===== config.mk =====
export PLATFORM = sky130hd
export DESIGN_NAME = spi_ctrl_top
export DESIGN_NICKNAME = d
export VERILOG_FILES = /design/src/common/spi_regs_pkg.sv /design/src/common/spi_frame_pkg.sv /design/src/source/cmd_queue.sv /design/src/source/reg_bank.sv /design/src/source/spi_ctrl_top.sv /design/src/source/spi_route.sv /design/src/spi_frame/spi_frame_rx.sv
export SDC_FILE = /design/constraint.sdc
export NUM_CORES = 1
export LEC_CHECK = 0
export ABC_AREA = 1
export BUFFER_PORTS_ARGS = -buffer_cell sky130_fd_sc_hd__buf_2
export CAP_MARGIN = 5
export CORE_MARGIN = 2
export CORE_UTILIZATION = 40
export DETAILED_ROUTE_END_ITERATION = 8
export PLACE_DENSITY_LB_ADDON = 0.2
export SLEW_MARGIN = 20
export SYNTH_ARGS = -nofsm -noshare
export SYNTH_HDL_FRONTEND = slang
export SYNTH_SLANG_ARGS = --single-unit

===== constraint.sdc =====
create_clock -name cs -period 2.1 [get_ports cs]
set_input_delay 0 -clock cs [delete_from_list [all_inputs] [get_ports cs]]
set_output_delay 0 -clock cs [all_outputs]
set_load 0.005 [all_outputs]

===== src/common/spi_regs_pkg.sv =====
// package spi_regs_pkg
// register addresses and register value types
// register snapshot struct with its reset value

package spi_regs_pkg;

  ////////////////////
  // value types

  // 4 bit set/clear register
  typedef logic [3:0] nib_t;

  // spi mux value, 0 is no line, n is line n-1
  typedef logic [7:0] mux_t;

  // read only status byte
  typedef logic [7:0] status_t;

  // 7 bit register address from the frame
  typedef logic [6:0] reg_addr_t;

  ////////////////////
  // register map

  localparam reg_addr_t ADDR_POWERUP    = 7'd6;
  localparam reg_addr_t ADDR_LED        = 7'd7;
  localparam reg_addr_t ADDR_SPI_MUX    = 7'd8;
  localparam reg_addr_t ADDR_4094       = 7'd9;
  localparam reg_addr_t ADDR_SOFT_RESET = 7'd11;
  localparam reg_addr_t ADDR_ADC        = 7'd14;
  localparam reg_addr_t ADDR_STATUS     = 7'd15;

  // sticky overflow flag in status
  localparam int STATUS_OVF = 0;

  ////////////////////
  // current register values

  typedef struct packed {
    nib_t    led;
    mux_t    spi_mux;
    nib_t    out4094;
    nib_t    adc;
    status_t status;
  } reg_snap_t;

  // led comes up with bit 0 lit
  localparam nib_t LED_RESET = 4'b0001;

  localparam reg_snap_t SNAP_RESET = '{
    led:     LED_RESET,
    spi_mux: '0,
    out4094: '0,
    adc:     '0,
    status:  '0
  };

endpackage


===== src/common/spi_frame_pkg.sv =====
// package spi_frame_pkg
// host frame layout, address and data types
// write command struct carried through the queue

package spi_frame_pkg;

  // frame length in sclk bits
  localparam int FRAME_BITS = 16;

  // read flag is the first bit out of the host
  localparam int RD_BIT = FRAME_BITS - 1;

  // low byte of the frame
  localparam int DATA_BITS = 8;

  typedef logic [FRAME_BITS-1:0] frame_t;
  typedef logic [DATA_BITS-1:0]  data_t;

  // frame address is the register address
  typedef spi_regs_pkg::reg_addr_t addr_t;

  // one host write, waits in the queue
  typedef struct packed {
    addr_t addr;
    data_t data;
  } wr_cmd_t;

endpackage


===== src/source/cmd_queue.sv =====
// module cmd_queue
// circular buffer of write commands with full/empty levels
// and a one cycle overflow pulse

`timescale 1ns/100ps

module cmd_queue
  import spi_frame_pkg::*;
#(
  parameter int QUEUE_DEPTH = 4
)
(
  input  logic    cs,
  input  logic    rst_n,
  input  logic    push,
  input  wr_cmd_t cmd,
  input  logic    pop,
  output wr_cmd_t head,
  output logic    full,
  output logic    empty,
  output logic    overflow
);

  localparam int PTR_W = (QUEUE_DEPTH > 1) ? $clog2(QUEUE_DEPTH) : 1;
  localparam int CNT_W = $clog2(QUEUE_DEPTH + 1);

  wr_cmd_t          mem [QUEUE_DEPTH];
  logic [PTR_W-1:0] wr_ptr;
  logic [PTR_W-1:0] rd_ptr;
  logic [CNT_W-1:0] fill;
  logic             do_push;
  logic             do_pop;

  // wrap for any depth
  function automatic logic [PTR_W-1:0] ptr_inc(logic [PTR_W-1:0] p);
    if (p == PTR_W'(QUEUE_DEPTH - 1))
      ptr_inc = '0;
    else
      ptr_inc = p + 1'b1;
  endfunction

  assign full    = (fill == CNT_W'(QUEUE_DEPTH));
  assign empty   = (fill == '0);
  assign do_push = push && !full;
  assign do_pop  = pop && !empty;

  // oldest entry, readable the cycle after its push
  assign head = mem[rd_ptr];

  always_ff @(posedge cs)
  begin
    if (do_push)
    begin
      mem[wr_ptr] <= cmd;
    end
  end

  always_ff @(posedge cs)
  begin
    if (!rst_n)
    begin
      wr_ptr   <= '0;
      rd_ptr   <= '0;
      fill     <= '0;
      overflow <= 1'b0;
    end
    else
    begin
      // push into full queue is dropped
      overflow <= push && full;
      if (do_push)
        wr_ptr <= ptr_inc(wr_ptr);
      if (do_pop)
        rd_ptr <= ptr_inc(rd_ptr);
      case ({do_push, do_pop})
        2'b10:   fill <= fill + 1'b1;
        2'b01:   fill <= fill - 1'b1;
        default: fill <= fill;
      endcase
    end
  end

endmodule


===== src/source/reg_bank.sv =====
// module reg_bank
// applies queued writes with the set/clear/toggle rule,
// soft reset and power-up clears, sticky overflow status

`timescale 1ns/100ps

module reg_bank
  import spi_regs_pkg::*, spi_frame_pkg::*;
(
  input  logic      cs,
  input  logic      rst_n,
  input  wr_cmd_t   head,
  input  logic      empty,
  input  logic      overflow,
  input  logic      spi_ss2_n,
  output logic      pop,
  output reg_snap_t snap
);

  logic [1:0] ss2_sync;
  logic       passthru_idle;

  // low nibble sets, high nibble clears, both together toggle
  function automatic nib_t apply_rule(nib_t old, data_t d);
    nib_t set_bits;
    nib_t clr_bits;
    set_bits = d[3:0];
    clr_bits = d[7:4];
    if (|(set_bits & clr_bits))
      apply_rule = old ^ (set_bits & clr_bits);
    else
      apply_rule = (old | set_bits) & ~clr_bits;
  endfunction

  ////////////////////
  // pass-through guard

  // pass-through select, idles high
  always_ff @(posedge cs)
  begin
    if (!rst_n)
      ss2_sync <= 2'b11;
    else
      ss2_sync <= {ss2_sync[0], spi_ss2_n};
  end

  assign passthru_idle = ss2_sync[1];

  // mux and outputs only move between peripheral transfers
  assign pop = !empty && passthru_idle;

  ////////////////////
  // register update

  always_ff @(posedge cs)
  begin
    if (!rst_n)
    begin
      snap <= SNAP_RESET;
    end
    else
    begin
      if (pop)
      begin
        case (head.addr)
          ADDR_LED:
            snap.led <= apply_rule(snap.led, head.data);
          // mux is a plain byte
          ADDR_SPI_MUX:
            snap.spi_mux <= mux_t'(head.data);
          ADDR_4094:
            snap.out4094 <= apply_rule(snap.out4094, head.data);
          ADDR_ADC:
            snap.adc <= apply_rule(snap.adc, head.data);
          ADDR_SOFT_RESET:
          begin
            snap.led     <= '0;
            snap.spi_mux <= '0;
            snap.adc     <= '0;
            snap.status  <= '0;
          end
          // 4094 and mux untouched here
          ADDR_POWERUP:
          begin
            snap.led <= '0;
            snap.adc <= '0;
          end
          // status is read only
          default:
          begin
            snap <= snap;
          end
        endcase
      end
      // sticky, wins over a soft reset in the same cycle
      if (overflow)
      begin
        snap.status[STATUS_OVF] <= 1'b1;
      end
    end
  end

endmodule


===== src/source/spi_ctrl_top.sv =====
// module spi_ctrl_top
// frame receiver, write queue, register bank and spi routing

`timescale 1ns/100ps

module spi_ctrl_top
  import spi_regs_pkg::*, spi_frame_pkg::*;
#(
  parameter int                    QUEUE_DEPTH = 4,
  parameter int                    NUM_PERIPH  = 8,
  parameter logic [NUM_PERIPH-1:0] CS_POLARITY = NUM_PERIPH'(1)
)
(
  input  logic                  cs,
  input  logic                  rst_n,
  // host port
  input  logic                  spi_sclk,
  input  logic                  spi_ss_n,
  input  logic                  spi_ss2_n,
  input  logic                  spi_mosi,
  output logic                  spi_miso,
  // peripheral lines
  output logic [NUM_PERIPH-1:0] periph_cs,
  output logic [NUM_PERIPH-1:0] periph_sclk,
  output logic [NUM_PERIPH-1:0] periph_mosi,
  input  logic [NUM_PERIPH-1:0] periph_miso,
  // board outputs
  output nib_t                  led,
  output nib_t                  out4094,
  output nib_t                  adc_ctl
);

  logic      push;
  logic      pop;
  logic      empty;
  logic      overflow;
  logic      miso_bit;
  wr_cmd_t   cmd;
  wr_cmd_t   head;
  reg_snap_t snap;

  ////////////////////
  // producer

  spi_frame_rx spi_frame_rx_i (
    .cs       (cs),
    .rst_n    (rst_n),
    .spi_sclk (spi_sclk),
    .spi_ss_n (spi_ss_n),
    .spi_mosi (spi_mosi),
    .snap     (snap),
    .miso_bit (miso_bit),
    .push     (push),
    .cmd      (cmd)
  );

  ////////////////////
  // buffer

  // full level stays local, overflow carries the drop
  cmd_queue #(
    .QUEUE_DEPTH (QUEUE_DEPTH)
  ) cmd_queue_i (
    .cs       (cs),
    .rst_n    (rst_n),
    .push     (push),
    .cmd      (cmd),
    .pop      (pop),
    .head     (head),
    .full     (),
    .empty    (empty),
    .overflow (overflow)
  );

  ////////////////////
  // consumer

  reg_bank reg_bank_i (
    .cs        (cs),
    .rst_n     (rst_n),
    .head      (head),
    .empty     (empty),
    .overflow  (overflow),
    .spi_ss2_n (spi_ss2_n),
    .pop       (pop),
    .snap      (snap)
  );

  spi_route #(
    .NUM_PERIPH  (NUM_PERIPH),
    .CS_POLARITY (CS_POLARITY)
  ) spi_route_i (
    .spi_mux     (snap.spi_mux),
    .spi_ss2_n   (spi_ss2_n),
    .spi_sclk    (spi_sclk),
    .spi_mosi    (spi_mosi),
    .miso_bit    (miso_bit),
    .periph_miso (periph_miso),
    .periph_cs   (periph_cs),
    .periph_sclk (periph_sclk),
    .periph_mosi (periph_mosi),
    .spi_miso    (spi_miso)
  );

  // register fields straight to the board
  assign led     = snap.led;
  assign out4094 = snap.out4094;
  assign adc_ctl = snap.adc;

endmodule


===== src/source/spi_route.sv =====
// module spi_route
// mux register decode onto peripheral lines with cs polarity,
// miso return select

`timescale 1ns/100ps

module spi_route
  import spi_regs_pkg::*;
#(
  parameter int                    NUM_PERIPH  = 8,
  parameter logic [NUM_PERIPH-1:0] CS_POLARITY = NUM_PERIPH'(1)
)
(
  input  mux_t                  spi_mux,
  input  logic                  spi_ss2_n,
  input  logic                  spi_sclk,
  input  logic                  spi_mosi,
  input  logic                  miso_bit,
  input  logic [NUM_PERIPH-1:0] periph_miso,
  output logic [NUM_PERIPH-1:0] periph_cs,
  output logic [NUM_PERIPH-1:0] periph_sclk,
  output logic [NUM_PERIPH-1:0] periph_mosi,
  output logic                  spi_miso
);

  // one hot selected line, none for mux 0 or out of range
  logic [NUM_PERIPH-1:0] line_sel;
  logic [NUM_PERIPH-1:0] line_cs;

  genvar i;
  generate
    for (i = 0; i < NUM_PERIPH; i++)
    begin : g_decode
      assign line_sel[i] = (spi_mux == mux_t'(i + 1));
    end
  endgenerate

  // asserted select on the active line only
  assign line_cs = line_sel & {NUM_PERIPH{~spi_ss2_n}};

  // polarity 1 gives an active high strobe, e.g. the 4094
  assign periph_cs = ~(line_cs ^ CS_POLARITY);

  // clock and data only reach the selected line
  assign periph_sclk = line_sel & {NUM_PERIPH{spi_sclk}};
  assign periph_mosi = line_sel & {NUM_PERIPH{spi_mosi}};

  // own readback unless pass-through is selected
  assign spi_miso = spi_ss2_n ? miso_bit : |(line_sel & periph_miso);

endmodule


===== src/spi_frame/spi_frame_rx.sv =====
// module spi_frame_rx
// host spi pin sync and edge detect, frame shift in,
// readback shift out and write command push

`timescale 1ns/100ps

module spi_frame_rx
  import spi_regs_pkg::*, spi_frame_pkg::*;
(
  input  logic      cs,
  input  logic      rst_n,
  input  logic      spi_sclk,
  input  logic      spi_ss_n,
  input  logic      spi_mosi,
  input  reg_snap_t snap,
  output logic      miso_bit,
  output logic      push,
  output wr_cmd_t   cmd
);

  // room for 16 plus saturation on long frames
  localparam int CNT_W = $clog2(FRAME_BITS) + 1;

  // [0] meta, [1] synced, [2] previous
  logic [2:0] sclk_sr;
  logic [2:0] ss_sr;
  logic [2:0] mosi_sr;

  // registered edge strobes
  logic sclk_rise;
  logic sclk_fall;
  logic ss_rise;
  logic ss_fall;

  logic [CNT_W-1:0] bit_cnt;
  frame_t           rx_sr;
  frame_t           rx_next;
  data_t            tx_sr;

  // readback value for one address
  function automatic data_t read_reg(reg_addr_t addr, reg_snap_t s);
    case (addr)
      ADDR_LED:     read_reg = {4'b0000, s.led};
      ADDR_SPI_MUX: read_reg = s.spi_mux;
      ADDR_4094:    read_reg = {4'b0000, s.out4094};
      ADDR_ADC:     read_reg = {4'b0000, s.adc};
      ADDR_STATUS:  read_reg = s.status;
      // unmapped and write only addresses
      default:      read_reg = '0;
    endcase
  endfunction

  ////////////////////
  // pin sync

  always_ff @(posedge cs)
  begin
    if (!rst_n)
    begin
      sclk_sr <= '0;
      // chip select idles high
      ss_sr   <= '1;
      mosi_sr <= '0;
    end
    else
    begin
      sclk_sr <= {sclk_sr[1:0], spi_sclk};
      ss_sr   <= {ss_sr[1:0], spi_ss_n};
      mosi_sr <= {mosi_sr[1:0], spi_mosi};
    end
  end

  // edges seen one cycle after sync
  always_ff @(posedge cs)
  begin
    if (!rst_n)
    begin
      sclk_rise <= 1'b0;
      sclk_fall <= 1'b0;
      ss_rise   <= 1'b0;
      ss_fall   <= 1'b0;
    end
    else
    begin
      sclk_rise <= sclk_sr[1] & ~sclk_sr[2];
      sclk_fall <= ~sclk_sr[1] & sclk_sr[2];
      ss_rise   <= ss_sr[1] & ~ss_sr[2];
      ss_fall   <= ~ss_sr[1] & ss_sr[2];
    end
  end

  ////////////////////
  // frame shift

  // mosi_sr[2] lines up with the strobes
  assign rx_next = {rx_sr[FRAME_BITS-2:0], mosi_sr[2]};

  always_ff @(posedge cs)
  begin
    if (!rst_n)
    begin
      bit_cnt <= '0;
      tx_sr   <= '0;
      push    <= 1'b0;
    end
    else
    begin
      push <= 1'b0;
      if (ss_rise || ss_fall)
      begin
        // end of frame, only a full 16 bit write goes on
        push    <= ss_rise && (bit_cnt == CNT_W'(FRAME_BITS)) && !rx_sr[RD_BIT];
        bit_cnt <= '0;
        tx_sr   <= '0;
      end
      else if (!ss_sr[2])
      begin
        if (sclk_rise)
        begin
          if (bit_cnt != '1)
          begin
            bit_cnt <= bit_cnt + 1'b1;
          end
          // 8th rise, address byte complete
          if (bit_cnt == CNT_W'(DATA_BITS - 1))
          begin
            tx_sr <= read_reg(rx_next[$bits(reg_addr_t)-1:0], snap);
          end
        end
        // mode 0 changes out on falls, skip the fall right after load
        else if (sclk_fall && (bit_cnt > CNT_W'(DATA_BITS)))
        begin
          tx_sr <= {tx_sr[DATA_BITS-2:0], 1'b0};
        end
      end
    end
  end

  // payload regs
  always_ff @(posedge cs)
  begin
    if (sclk_rise && !ss_sr[2])
    begin
      rx_sr <= rx_next;
    end
    if (ss_rise)
    begin
      cmd.addr <= rx_sr[RD_BIT-1:DATA_BITS];
      cmd.data <= rx_sr[DATA_BITS-1:0];
    end
  end

  // msb first
  assign miso_bit = tx_sr[DATA_BITS-1];

endmodule

* Word level (Yosys, flattened, before mapping)
Memory sizes are Yosys's and may differ from the RTL's. A register that Yosys moved wholly into a read port is not among the register bits.
Cells that the tools add are included.
** Storage, ports and cells
- Flip-flop bits (word level) :: 89
- Memory bits (writable) :: 60
- Input bits :: 14
- Output and inout port bits :: 37
- Word-level logic and storage cells :: 139
- Memories kept :: 1
** Operators by class
- Add/sub/neg operators :: 5
- Order comparisons :: 1
- Equality and inequality tests :: 28
- Muxes and demuxes :: 21
- Bitwise gates (word level) :: 27
- Reduce and logical (&&, ||, !) cells :: 33
** Memories
- cmd_queue_i.mem :: depth 4, width 15, rd ports 1, clocked after memory_dff 1, wr ports 1, RTL line cmd_queue.sv:27 : wr_cmd_t mem [QUEUE_DEPTH];
** Operators by type and width (number)
- $eq A7 B4 Y1 const B :: 8
- $pmux W8 S5 :: 1
- $and A8 B8 Y8 :: 4
- $eq A8 B3 Y1 const B :: 4
- $mux W8 :: 3
- $eq A7 B3 Y1 const B :: 3
- $and A4 B4 Y4 :: 4
- $eq A8 B2 Y1 const B :: 2
- $pmux W4 S2 :: 2
- $pmux W8 S2 :: 1
- $reduce_bool A2 Y1 :: 7
- $mux W4 :: 3
- $or A4 B4 Y4 :: 3
- $reduce_and A2 Y1 :: 6
- $xor A4 B4 Y4 :: 3
- $eq A8 B1 Y1 const B :: 1
- $eq A8 B4 Y1 const B :: 1
- $logic_and A1 B1 Y1 :: 8
- $mux W2 :: 4
- $not A8 Y8 :: 1
- $reduce_or A8 Y1 :: 1
- $not A1 Y1 :: 7
- $eq A2 B2 Y1 const B :: 3
- $mux W1 :: 6
- other kinds (20) :: 29

* Logic depth before layout (Yosys ltp)
Gate-level depths: netlist of the first run.
- Depth after elaboration :: 6
- Gate-level depth with buffers :: 16
- Mapped depth without buffers :: 13

* Cells and area by module
Synthesis of the first run repeated with hierarchy kept, for this count alone.
** Unflattened totals
- Cell total of the unflattened synthesis :: 785
- Area total of the unflattened synthesis :: 7145.6 sq um
** By module, submodules not included
- cmd_queue :: instances 1, cells an instance 219, area an instance 2904.0 sq um, seq. area each 2001.9 sq um
- spi_frame_rx :: instances 1, cells an instance 240, area an instance 2356.0 sq um, seq. area each 1471.4 sq um
- reg_bank :: instances 1, cells an instance 241, area an instance 1471.4 sq um, seq. area each 460.4 sq um
- spi_route :: instances 1, cells an instance 85, area an instance 414.1 sq um, seq. area each 0.0 sq um

* Worst setup path after synthesis of the first run
No wires, ideal clock.
- Path kind :: register to register
- Start :: reg spi_frame_rx_i.sclk_rise
- End :: reg spi_frame_rx_i.tx_sr[4]
- Library setup time :: 70 ps
- Arrival time :: 2087 ps
- Required time :: 2030 ps
- Setup slack :: -57 ps
- Cell stages (with the launch flop) :: 10
- Buffers on the path :: 1
- Period minus slack after synthesis :: 2157 ps
- Cells stage by stage :: dfxtp_1 buf_2 clkinv_1 nor2_1 nand3_1 inv_1 a31oi_2 inv_1 o21ai_0 a21oi_1
** Between the ends
- Longest elaborated chain between the ends :: 2
- Elaborated cells between the ends (all ways) :: 4
- Classes of those cells :: eq/ne: 1; mux: 1; reduce/logical: 2
** Ends and longest elaborated chain
- start: declaration :: RTL line spi_frame_rx.sv:30 : logic sclk_rise;
- start signal: assignment :: RTL line spi_frame_rx.sv:85 : sclk_rise <= sclk_sr[1] & ~sclk_sr[2];
- $ne A2 B2 Y1 (no source line) or $reduce_bool A2 Y1 (tied branches)
- $reduce_and A3 Y1 (no source line)
- end signal: assignment :: RTL line spi_frame_rx.sv:127 : tx_sr <= read_reg(rx_next[$bits(reg_addr_t)-1:0], snap);
- end signal: assignment :: RTL line spi_frame_rx.sv:133 : tx_sr <= {tx_sr[DATA_BITS-2:0], 1'b0};
- end: declaration :: RTL line spi_frame_rx.sv:38 : data_t tx_sr;
Several ways; a longest one is shown, not always the timed one.
A chain may end at the register's enable or synchronous reset.

* Worst setup path in the final report of the first run
- Start :: reg, netlist name reg_bank_i.snap[19]
- End :: out spi_miso
** Between the ends
- Longest elaborated chain between the ends :: 4
- Elaborated cells between the ends (all ways) :: 11
- Classes of those cells :: eq/ne: 8; mux: 1; bitwise: 1; reduce/logical: 1
** Ends and longest elaborated chain
- $eq A8 B1 Y1 (tied with other cells) :: RTL line spi_route.sv:34 : assign line_sel[i] = (spi_mux == mux_t'(i + 1));
- $and A8 B8 Y8 (*) :: RTL line spi_route.sv:49 : assign spi_miso = spi_ss2_n ? miso_bit : |(line_sel & periph_miso);
- $reduce_or A8 Y1 (*) :: RTL line spi_route.sv:49
- $mux W1 (*) :: RTL line spi_route.sv:49
- end: declaration :: RTL line spi_ctrl_top.sv:21 : output logic spi_miso,
Every way passes the cells marked *; elsewhere a longest branch is shown, timed or not.

==> results of run 1 <==
[metal layers]
metal	wire, um	up-vias	share of wire [%]	track usage [%]
met3	737	20	4.9	4.08
met4	320	0	2.1	7.54
met1	6930	2387	46	22.9
met5	0	-	0	0
met2	7120	139	47	27.6
li1	-	2603	-	-
[registers in the layout (all words and copies together), names as in the netlist, named ones only]
register,count
spi_frame_rx_i.ss_rise,1
spi_frame_rx_i.sclk_sr,3
cmd_queue_i.mem,60
spi_frame_rx_i.sclk_fall,1
cmd_queue_i.overflow,1
spi_frame_rx_i.ss_fall,1
spi_frame_rx_i.push,1
reg_bank_i.snap,21
spi_frame_rx_i.rx_sr,16
spi_frame_rx_i.cmd,15
reg_bank_i.ss2_sync,2
spi_frame_rx_i.ss_sr,3
spi_frame_rx_i.sclk_rise,1
spi_frame_rx_i.mosi_sr,3
spi_frame_rx_i.bit_cnt,5
cmd_queue_i.wr_ptr,2
cmd_queue_i.rd_ptr,2
spi_frame_rx_i.tx_sr,8
cmd_queue_i.fill,3
[cells by family (layout without fill, tap and decap cells)]
logic type	after synthesis	in the layout	share of synthesized area [%]
buf+inv	105	188	7.45
xor+xnor	1	1	0.129
simple gates	399	399	25.7
fa+ha+maj	10	10	1.96
compound gates	85	85	6.75
flops	151	151	58.0
[final cells by class]
class / instances / area (um^2) / share of cell area, %
Timing Repair Buffer: 79 / 493 / 6.15
Clock buffer: 18 / 429 / 5.35
Clock inverter: 14 / 200 / 2.50
Inverter: 77 / 294 / 3.67
Multi-Input combinational cell: 495 / 2390 / 29.8
Sequential cell: 151 / 3940 / 49.1
Tap cell: 220 / 275 / 3.43
[worst paths after layout]
check                                 start  cells past startpoint  slack, ps                        to
setup / recovery        reg_bank_i.snap[19]                     10        180                  spi_miso
hold reg to reg   spi_frame_rx_i.sclk_sr[2]                      1        410  spi_frame_rx_i.sclk_rise
hold / removal                     spi_ss_n                      3        290   spi_frame_rx_i.ss_sr[0]
setup reg to reg                       flop                     11        190       reg_bank_i.snap[15]
[metrics by stage]
step           hold WS, ps  std cells
6_report               291       1054
5_1_grt                292       1054
4_1_cts                274       1054
3_5_place_dp           189       1017
3_3_place_gp           188       1017
2_1_floorplan         31.1        751
[power groups by stage]
stage / Clock, uW / Combinational [uW] / Sequential (uW)
after global placement: 0 / 1870 / 3280
final: 3210 / 1940 / 3230
after floorplan: 0 / 1440 / 3260
after global routing: 3410 / 2170 / 3240
after detailed placement: 0 / 1890 / 3290
after CTS: 3270 / 1910 / 3220
[repair_timing]
| action | CTS | global route |
|---|---|---|
| pin swaps | 0 | 1 |
| gates cloned | 0 | 0 |
| hold endpoints to repair | 12 | 0 |
| buffers inserted | 0 | 0 |
| endpoints found under the setup margin | 1 | 15 |
| resized for setup | 1 | 14 |
| hold buffers | 5 | 0 |
[layout by cell type (no fill, tap or decap), types with 3 or more instances in the layout]
master,count
nand2_1,197
nor2_1,91
edfxtp_1,91
inv_1,68
dfxtp_1,57
nand3_1,53
buf_2,50
a21oi_1,41
o21ai_0,32
buf_4,23
clkbuf_16,17
nor3_1,14
nand2_2,12
ha_1,9
nand4_1,8
nor2_2,7
clkinv_1,5
dlygate4sd3_1,5
inv_2,4
bufinv_16,4
clkinvlp_4,4
nor4_1,3
nor2_4,3
or2_2,3
o21bai_1,3
dfxtp_2,3
clkinv_4,3
[critical path: stages, from the launching register on]
cell,delay (ps)
dfxtp_1,460
inv_1,70
nand2_1,160
inv_1,130
nand4_1,110
nand2_1,60
a211oi_1,210
nand2_1,80
nand2_1,60
nand2_1,50
buf_2,120
==> results.ini, run 1 <==
[outcome]
status=finished clean

[timing]
slew_headroom_pct=62.2
fin_skew_ps=9.10
final.period_utilization_pct=91.6
finalSetupTns_ps=0
fmax_mhz=520
worstMarginPinSlew_ps=563
hold_violations=0
period_needed_ps=1920
slew_viol_final=0
setup_viol=0
fin_ws_ps=175
rsz0062_at_grt=yes

[global_routing]
grt_pass1_vias=4764
grt_overflow=0
track_usage_pct=17.4
grt_max_degree=27
antenna_found_initial=0
grt_pass1_wl_mm=24.1

[power_and_ir_drop]
pwr-share-clk_pct=38.3
cellPowerDensity_mw_per_mm2=1050
intPower_uw=5820
seq_power_share_pct=38.6
leakage_uw=0.00340
p_sw_uw=2570
combPwrFrac_pct=23.1
switching_share_pct=30.6
vdd_drop_max_uv=635
p_total_uw=8380

[worst_setup_path]
cp_max_fo=6
worstSetupPathType=flop to output port
worstSetupStartpointType=flop
cp.arrival_ps=1920
cp.required_ps=2100
endpoint_kind=output port

[synth]
avgSynthCellArea_um2=9.03
yosysTopAreaCellShare_pct=40.3
ys.flop_type=edfxtp_1
ys_warn_count=0
synth_top_cell_by_area=edfxtp_1
syn_inst=751
seq_area_frac_synth_pct=58.0
synth_edf_count=91
ys_ff_latch=151
synth_area_mm2=0.00678
synth_cell_types=39
ys_top_cells_by_area=edfxtp_1, dfxtp_1, nand2_1
yosys-top-cells-count=nand2_1, nor2_1, edfxtp_1, inv_1, dfxtp_1
synthesis.nets=775
synth.most_common_cell=nand2_1
ys_async_sr_fraction_pct=0

[die]
dieHeight_um=134
start_util_pct=40.9
die_w_um=134
core_area_mm2=0.0166
dieArea_mm2=0.0180
rows=47
ios=51

[clock_tree]
numCtsBuffers=17
cts-root-buf=clkbuf_16
clk_pin_slew_ps=60
htreeDepth=4
cts.sinks=151
clkLatencyLatePin_ps=420
cts_buffer_depth=2
cts_tree=done

[placement]
dp_hpwl_mm=10.8
placed_area_mm2=0.00729
place_ws_ps=25.4
place_congestion=0.893
io_buffers=50

[drt]
wl_per_cell_um=14.3
routed_wl_mm=15.1
drt_first_pass_iters=5
drt_iter0_drc=517
drc_errors=0
vias=5149
postRouteAntennaNets=0
via_per_inst=4.89

[min_path]
holdCritPathClass=input pin to flop

[final_layout]
nets=845
fin_area_mm2=0.00802
diodes=0
drive_above_1_share_pct=17.7
nFillCells=1566
fin_util_pct=48.4
areaGrowthSynthToFinish_pct=18.2

[job]
max-cap-violations=0

(Power assumes the default switching activity.)
==> inputs of run 2 (changes only) <==
--- a/config.mk
+++ b/config.mk
@@ -8,7 +8,6 @@
 export ABC_AREA = 1
 export BUFFER_PORTS_ARGS = -buffer_cell sky130_fd_sc_hd__buf_2
 export CAP_MARGIN = 5
-export CORE_MARGIN = 2
 export CORE_UTILIZATION = 40
 export DETAILED_ROUTE_END_ITERATION = 8
 export PLACE_DENSITY_LB_ADDON = 0.2
==> results.ini, run 2 (synthesized netlist as in run 1, its figures left out) <==
[final_layout]
largest_reg_flops=60
areaGrowthSynthToFinish_pct=16.6
multi_input_area_mm2=0.00238
reg.largest.list=cmd_queue_i.mem x60, reg_bank_i.snap x21, spi_frame_rx_i.rx_sr x16
layout_common_cells=nand2_1, nor2_1, edfxtp_1
final_common_cell=nand2_1
diodes=0
final_cells=1056
nets=847
seqCellArea_mm2=0.00394
drive_above_1_share_pct=16.9
fin_util_pct=47.7
nFillCells=1572
max_flop_register=cmd_queue_i.mem

[drt]
postRouteAntennaNets=0
routed_wl_mm=15.4
drt_iter0_drc=445
via_per_inst=4.93
drc_errors=0
vias=5211
wl_per_cell_um=14.6
drt_first_pass_iters=4

[worst_setup_path]
cp.arrival_ps=2340
endpoint_kind=flop
crit_chain=inv_2 > nor3_2 > nor2_1 > clkinv_1 > ha_1 > inv_1 > fa_2 > a21oi_1 > o21ai_1 > o21ai_1 > a21oi_1
cp_max_fo=4
cp.required_ps=2400
worstSetupPathType=flop to flop
worstSetupStartpointType=flop
slowest_stage=fa_2
slowest_delay_ps=400

[timing]
setup_viol=0
slew_headroom_pct=69.7
slew_viol_final=0
fin_skew_ps=11.6
period_needed_ps=2040
hold_violations=0
fmax_mhz=489
final.period_utilization_pct=97.3
worstMarginPinSlew_ps=451

[global_routing]
grt_max_degree=28
track_usage_pct=18.3
grt_overflow=0
grt_pass1_wl_mm=24.8
grt_pass1_vias=4858
antenna_found_initial=0

[clock_tree]
htreeDepth=4
clkLatencyLatePin_ps=420
clk_pin_slew_ps=60
cts.sinks=151
cts-root-buf=clkbuf_16
cts_tree=done
numCtsBuffers=17
cts_buffer_depth=2

[placement]
dp_hpwl_mm=10.8
io_buffers=50
place_congestion=0.882
placedCellCount=1018

[power_and_ir_drop]
p_total_uw=7900
leakage_uw=0.00337
vdd_drop_max_uv=734
cellPowerDensity_mw_per_mm2=998

[die]
core_area_mm2=0.0166
dieArea_mm2=0.0175
die_w_um=132
ios=51
rows=47
start_util_pct=40.9
dieHeight_um=132

[min_path]
holdCritPathClass=input pin to flop

[job]
max-cap-violations=0

[outcome]
status=finished clean

-- run 2: per-layer routing --
layer	track usage (%)	vias to the layer above	wire length [um]
met2	29.3	119	7220
met1	24.2	2461	7380
met4	7.34	0	240
met5	0	-	0
li1	-	2612	-
met3	3.92	19	594
-- run 2: worst paths after layout --
check	endpoint	from	slack, ps	depth (start not counted)
setup / recovery	cmd_queue_i.fill[2]	cmd_queue_i.fill[2]	60	11
hold / removal	spi_frame_rx_i.ss_sr[0]	spi_ss_n	300	3
setup reg to reg	cmd_queue_i.fill[2]	cmd_queue_i.fill[2]	60	11
hold reg to reg	spi_frame_rx_i.mosi_sr[2]	spi_frame_rx_i.mosi_sr[1]	410	2
-- run 2: where the power goes --
group / leakage (uW) / internal [uW] / switching (uW)
sequential: 0.00135 / 3170 / 54.1
combinational: 0.00176 / 651 / 1310
clock: 0.000251 / 1590 / 1130
total: 0.00337 / 5410 / 2490
-- run 2: metrics by stage --
step           setup slack (ps)  TNS [ps]  hold slack, ps  area, um^2
3_3_place_gp                122         0             186        7300
6_report                   56.8         0             305        7910
4_1_cts                    59.4         0             286        7870
2_1_floorplan               107         0            31.1        6790
5_1_grt                   -23.6     -23.6             295        7910
3_5_place_dp               38.3         0             192        7300
-- run 2: critical path: cells and delay by family (launching register included) --
| family | cells | cell delay (ps) |
|---|---|---|
| fa+ha+maj | 2 | 550 |
| simple gates | 2 | 320 |
| flops | 1 | 350 |
| compound gates | 4 | 490 |
| buf+inv | 3 | 220 |
-- run 2: layout make-up --
type                       count  share of cell area (%)
clock buffer                  18                    5.42
tap                          220                    3.48
multi-input combinational    495                    30.1
sequential                   151                    49.7
clock inverter                14                    1.14
inverter                      77                    3.72
timing repair buffer          81                    6.42
-- run 2: timing repair --
item                                    4_1_cts  5_1_grt
endpoints found under the setup margin        1       15
pin swaps                                     0        2
resized for setup                             1       12
setup buffers                                 0        1
hold buffers                                  5        0
gates cloned                                  0        0
hold endpoints to repair                     12        0
==> inputs of run 3 (changes only) <==
--- a/config.mk
+++ b/config.mk
@@ -5,10 +5,9 @@
 export SDC_FILE = /design/constraint.sdc
 export NUM_CORES = 1
 export LEC_CHECK = 0
-export ABC_AREA = 1
 export BUFFER_PORTS_ARGS = -buffer_cell sky130_fd_sc_hd__buf_2
 export CAP_MARGIN = 5
-export CORE_UTILIZATION = 40
+export CORE_UTILIZATION = 35
 export DETAILED_ROUTE_END_ITERATION = 8
 export PLACE_DENSITY_LB_ADDON = 0.2
 export SLEW_MARGIN = 20
==> results.ini, run 3 <==
[worst_setup_path]
cp_max_fo=6
cp.arrival_ps=2500
worstSetupPathType=flop to flop
endpoint_kind=flop
cp.required_ps=2420
worstSetupStartpointType=flop

[die]
rows=48
die_w_um=137
start_util_pct=36.4
dieArea_mm2=0.0188
dieHeight_um=137
ios=51
core_area_mm2=0.0175

[synth]
yosysTopAreaCellShare_pct=42.9
seq_area_frac_synth_pct=61.7
synth_area_mm2=0.00637
synth.most_common_cell=edfxtp_1
synth_mux_area_share_pct=7.20
syn_inst=498
synth_compound_area_share_pct=9.79
yosys.area_share.adder_pct=2.08
ys_ff_latch=151
yosys.area_share.xor_xnor_pct=0.824
ys_async_sr_fraction_pct=0
synthSimpleGateAreaFrac_pct=14.2
ys_top_cells_by_area=edfxtp_1, dfxtp_1, mux4_2
yosys-top-cells-count=edfxtp_1, dfxtp_1, nor2_1, nand2_1, and2_1
ys.flop_type=edfxtp_1
synth_top_cell_by_area=edfxtp_1
ys_warn_count=0
synth_edf_count=91
synthesis.nets=522
avgSynthCellArea_um2=12.8
synth_cell_types=58
synth_top_family_by_area=simple AND/OR/NAND/NOR gates

[global_routing]
grt_pass1_wl_mm=22.0
grt_pass1_vias=4166
grt_overflow=0
antenna_found_initial=0
track_usage_pct=15.9
grt_max_degree=23

[clock_tree]
cts_buffer_depth=2
clk_pin_slew_ps=70
cts-root-buf=clkbuf_16
htreeDepth=4
cts.sinks=151
numCtsBuffers=17
clkLatencyLatePin_ps=420
cts_tree=done

[final_layout]
diodes=0
nets=625
max_flop_register=cmd_queue_i.mem
final_common_cell=edfxtp_1
nFillCells=1607
fin_util_pct=45.4
fin_area_mm2=0.00796
drive_above_1_share_pct=31.9
largest_reg_flops=60
areaGrowthSynthToFinish_pct=24.8
layout_common_cells=edfxtp_1, dfxtp_1, buf_2
reg.largest.list=cmd_queue_i.mem x60, reg_bank_i.snap x21, spi_frame_rx_i.rx_sr x16

[placement]
placed_area_mm2=0.00708
dp_hpwl_mm=9.84
place_congestion=0.818
io_buffers=50

[timing]
worstMarginPinSlew_ps=502
hold_violations=0
setup_viol=16
fin_skew_ps=12.0
period_needed_ps=2190
slew_headroom_pct=66.3
fmax_mhz=458
slew_viol_final=0
rsz0062_at_grt=yes
final.period_utilization_pct=104
fin_ws_ps=-85.7

[power_and_ir_drop]
cellPowerDensity_mw_per_mm2=954
vdd_drop_max_uv=613
leakage_uw=0.00295

[drt]
drt_iter0_drc=302
postRouteAntennaNets=0
vias=4254
drt_first_pass_iters=4
drc_errors=0
routed_wl_mm=14.3
via_per_inst=5.07
wl_per_cell_um=17.0

[outcome]
violations=negative setup slack
status=finished, violations left

[min_path]
holdCritPathClass=input pin to output port

[job]
max-cap-violations=0

run 3: cell types whose count changed after synthesis, sizes merged, moves of 9 or more:
cell	change
nand2	-183
and3	+14
clkbuf	+9
nor2b	+19
a21oi	-23
nor2	-61
inv	-55
a22oi	+16
and2	+22
nand3	-48
mux4	+15
o21ai	-27
run 3: worst paths after layout:
path,start,end,slack (ps),depth (start not counted)
worst min-delay path,periph_miso[7],spi_miso,340,4
worst max-delay path,flop,reg_bank_i.snap[24],-90,9
worst min register to register,spi_frame_rx_i.sclk_sr[1],spi_frame_rx_i.sclk_fall,410,1
worst max register to register,flop,reg_bank_i.snap[24],-90,9
run 3: kinds of logic (layout without fill, tap and decap cells):
kind of cell,Yosys count,after routing
xor gates and xnor gates,6,6
buffers and inverters,49,165
AOI/OAI and AO/OA,85,85
and+or+nand+nor,172,172
muxes,25,25
DFF,151,151
adders and majority gates,10,10
run 3: layer usage:
layer | GRT usage [%] | up-vias | wire [um]
met5 | 0 | - | 0
met4 | 5.92 | 0 | 155
met1 | 20.2 | 2120 | 6540
met2 | 25.7 | 61 | 7210
met3 | 4.30 | 8 | 349
li1 | - | 2065 | -
run 3: area by class of cell:
class	count	area, um^2	area share (%)
clock inverter	15	133	1.67
sequential	151	3950	49.6
timing repair buffer	114	812	10.2
multi-input combinational	298	2290	28.8
tap	225	282	3.54
inverter	19	71.3	0.896
clock buffer	17	425	5.35
run 3: through the flow:
step | cells | hold WS [ps] | total power [uW] | worst slack (ps) | setup TNS (ps)
4_1_cts | 836 | 337 | 7570 | -80.5 | -539
3_5_place_dp | 788 | 183 | 4510 | -172 | -2330
6_report | 839 | 337 | 7590 | -85.7 | -445
5_1_grt | 839 | 351 | 7880 | -178 | -1900
2_1_floorplan | 498 | 101 | 4010 | 17.7 | 0
3_3_place_gp | 788 | 186 | 4470 | -115 | -1280
run 3: worst max-delay path, stage by stage, from the launching register on:
cell	delay, ps
dfxtp_4	390
buf_12	140
buf_4	130
mux4_2	600
and3b_1	240
buf_4	140
buf_4	130
a21oi_1	110
o21ai_0	100
o311ai_1	110
run 3: power breakdown:
| part | switching [uW] | internal, uW | leakage [uW] | total, uW |
|---|---|---|---|---|
| clock | 1300 | 1560 | 0.000277 | 2860 |
| sequential | 61.3 | 3180 | 0.00131 | 3240 |
| combinational | 731 | 756 | 0.00136 | 1490 |
run 3: what timing repair did:
item,4_1_cts,5_1_grt
gates cloned,1,0
gates resized for setup,26,24
pin swaps,13,8
hold buffers,7,0
endpoints found under the hold margin,6,0
buffers inserted,8,3
endpoints found under the setup margin,29,27
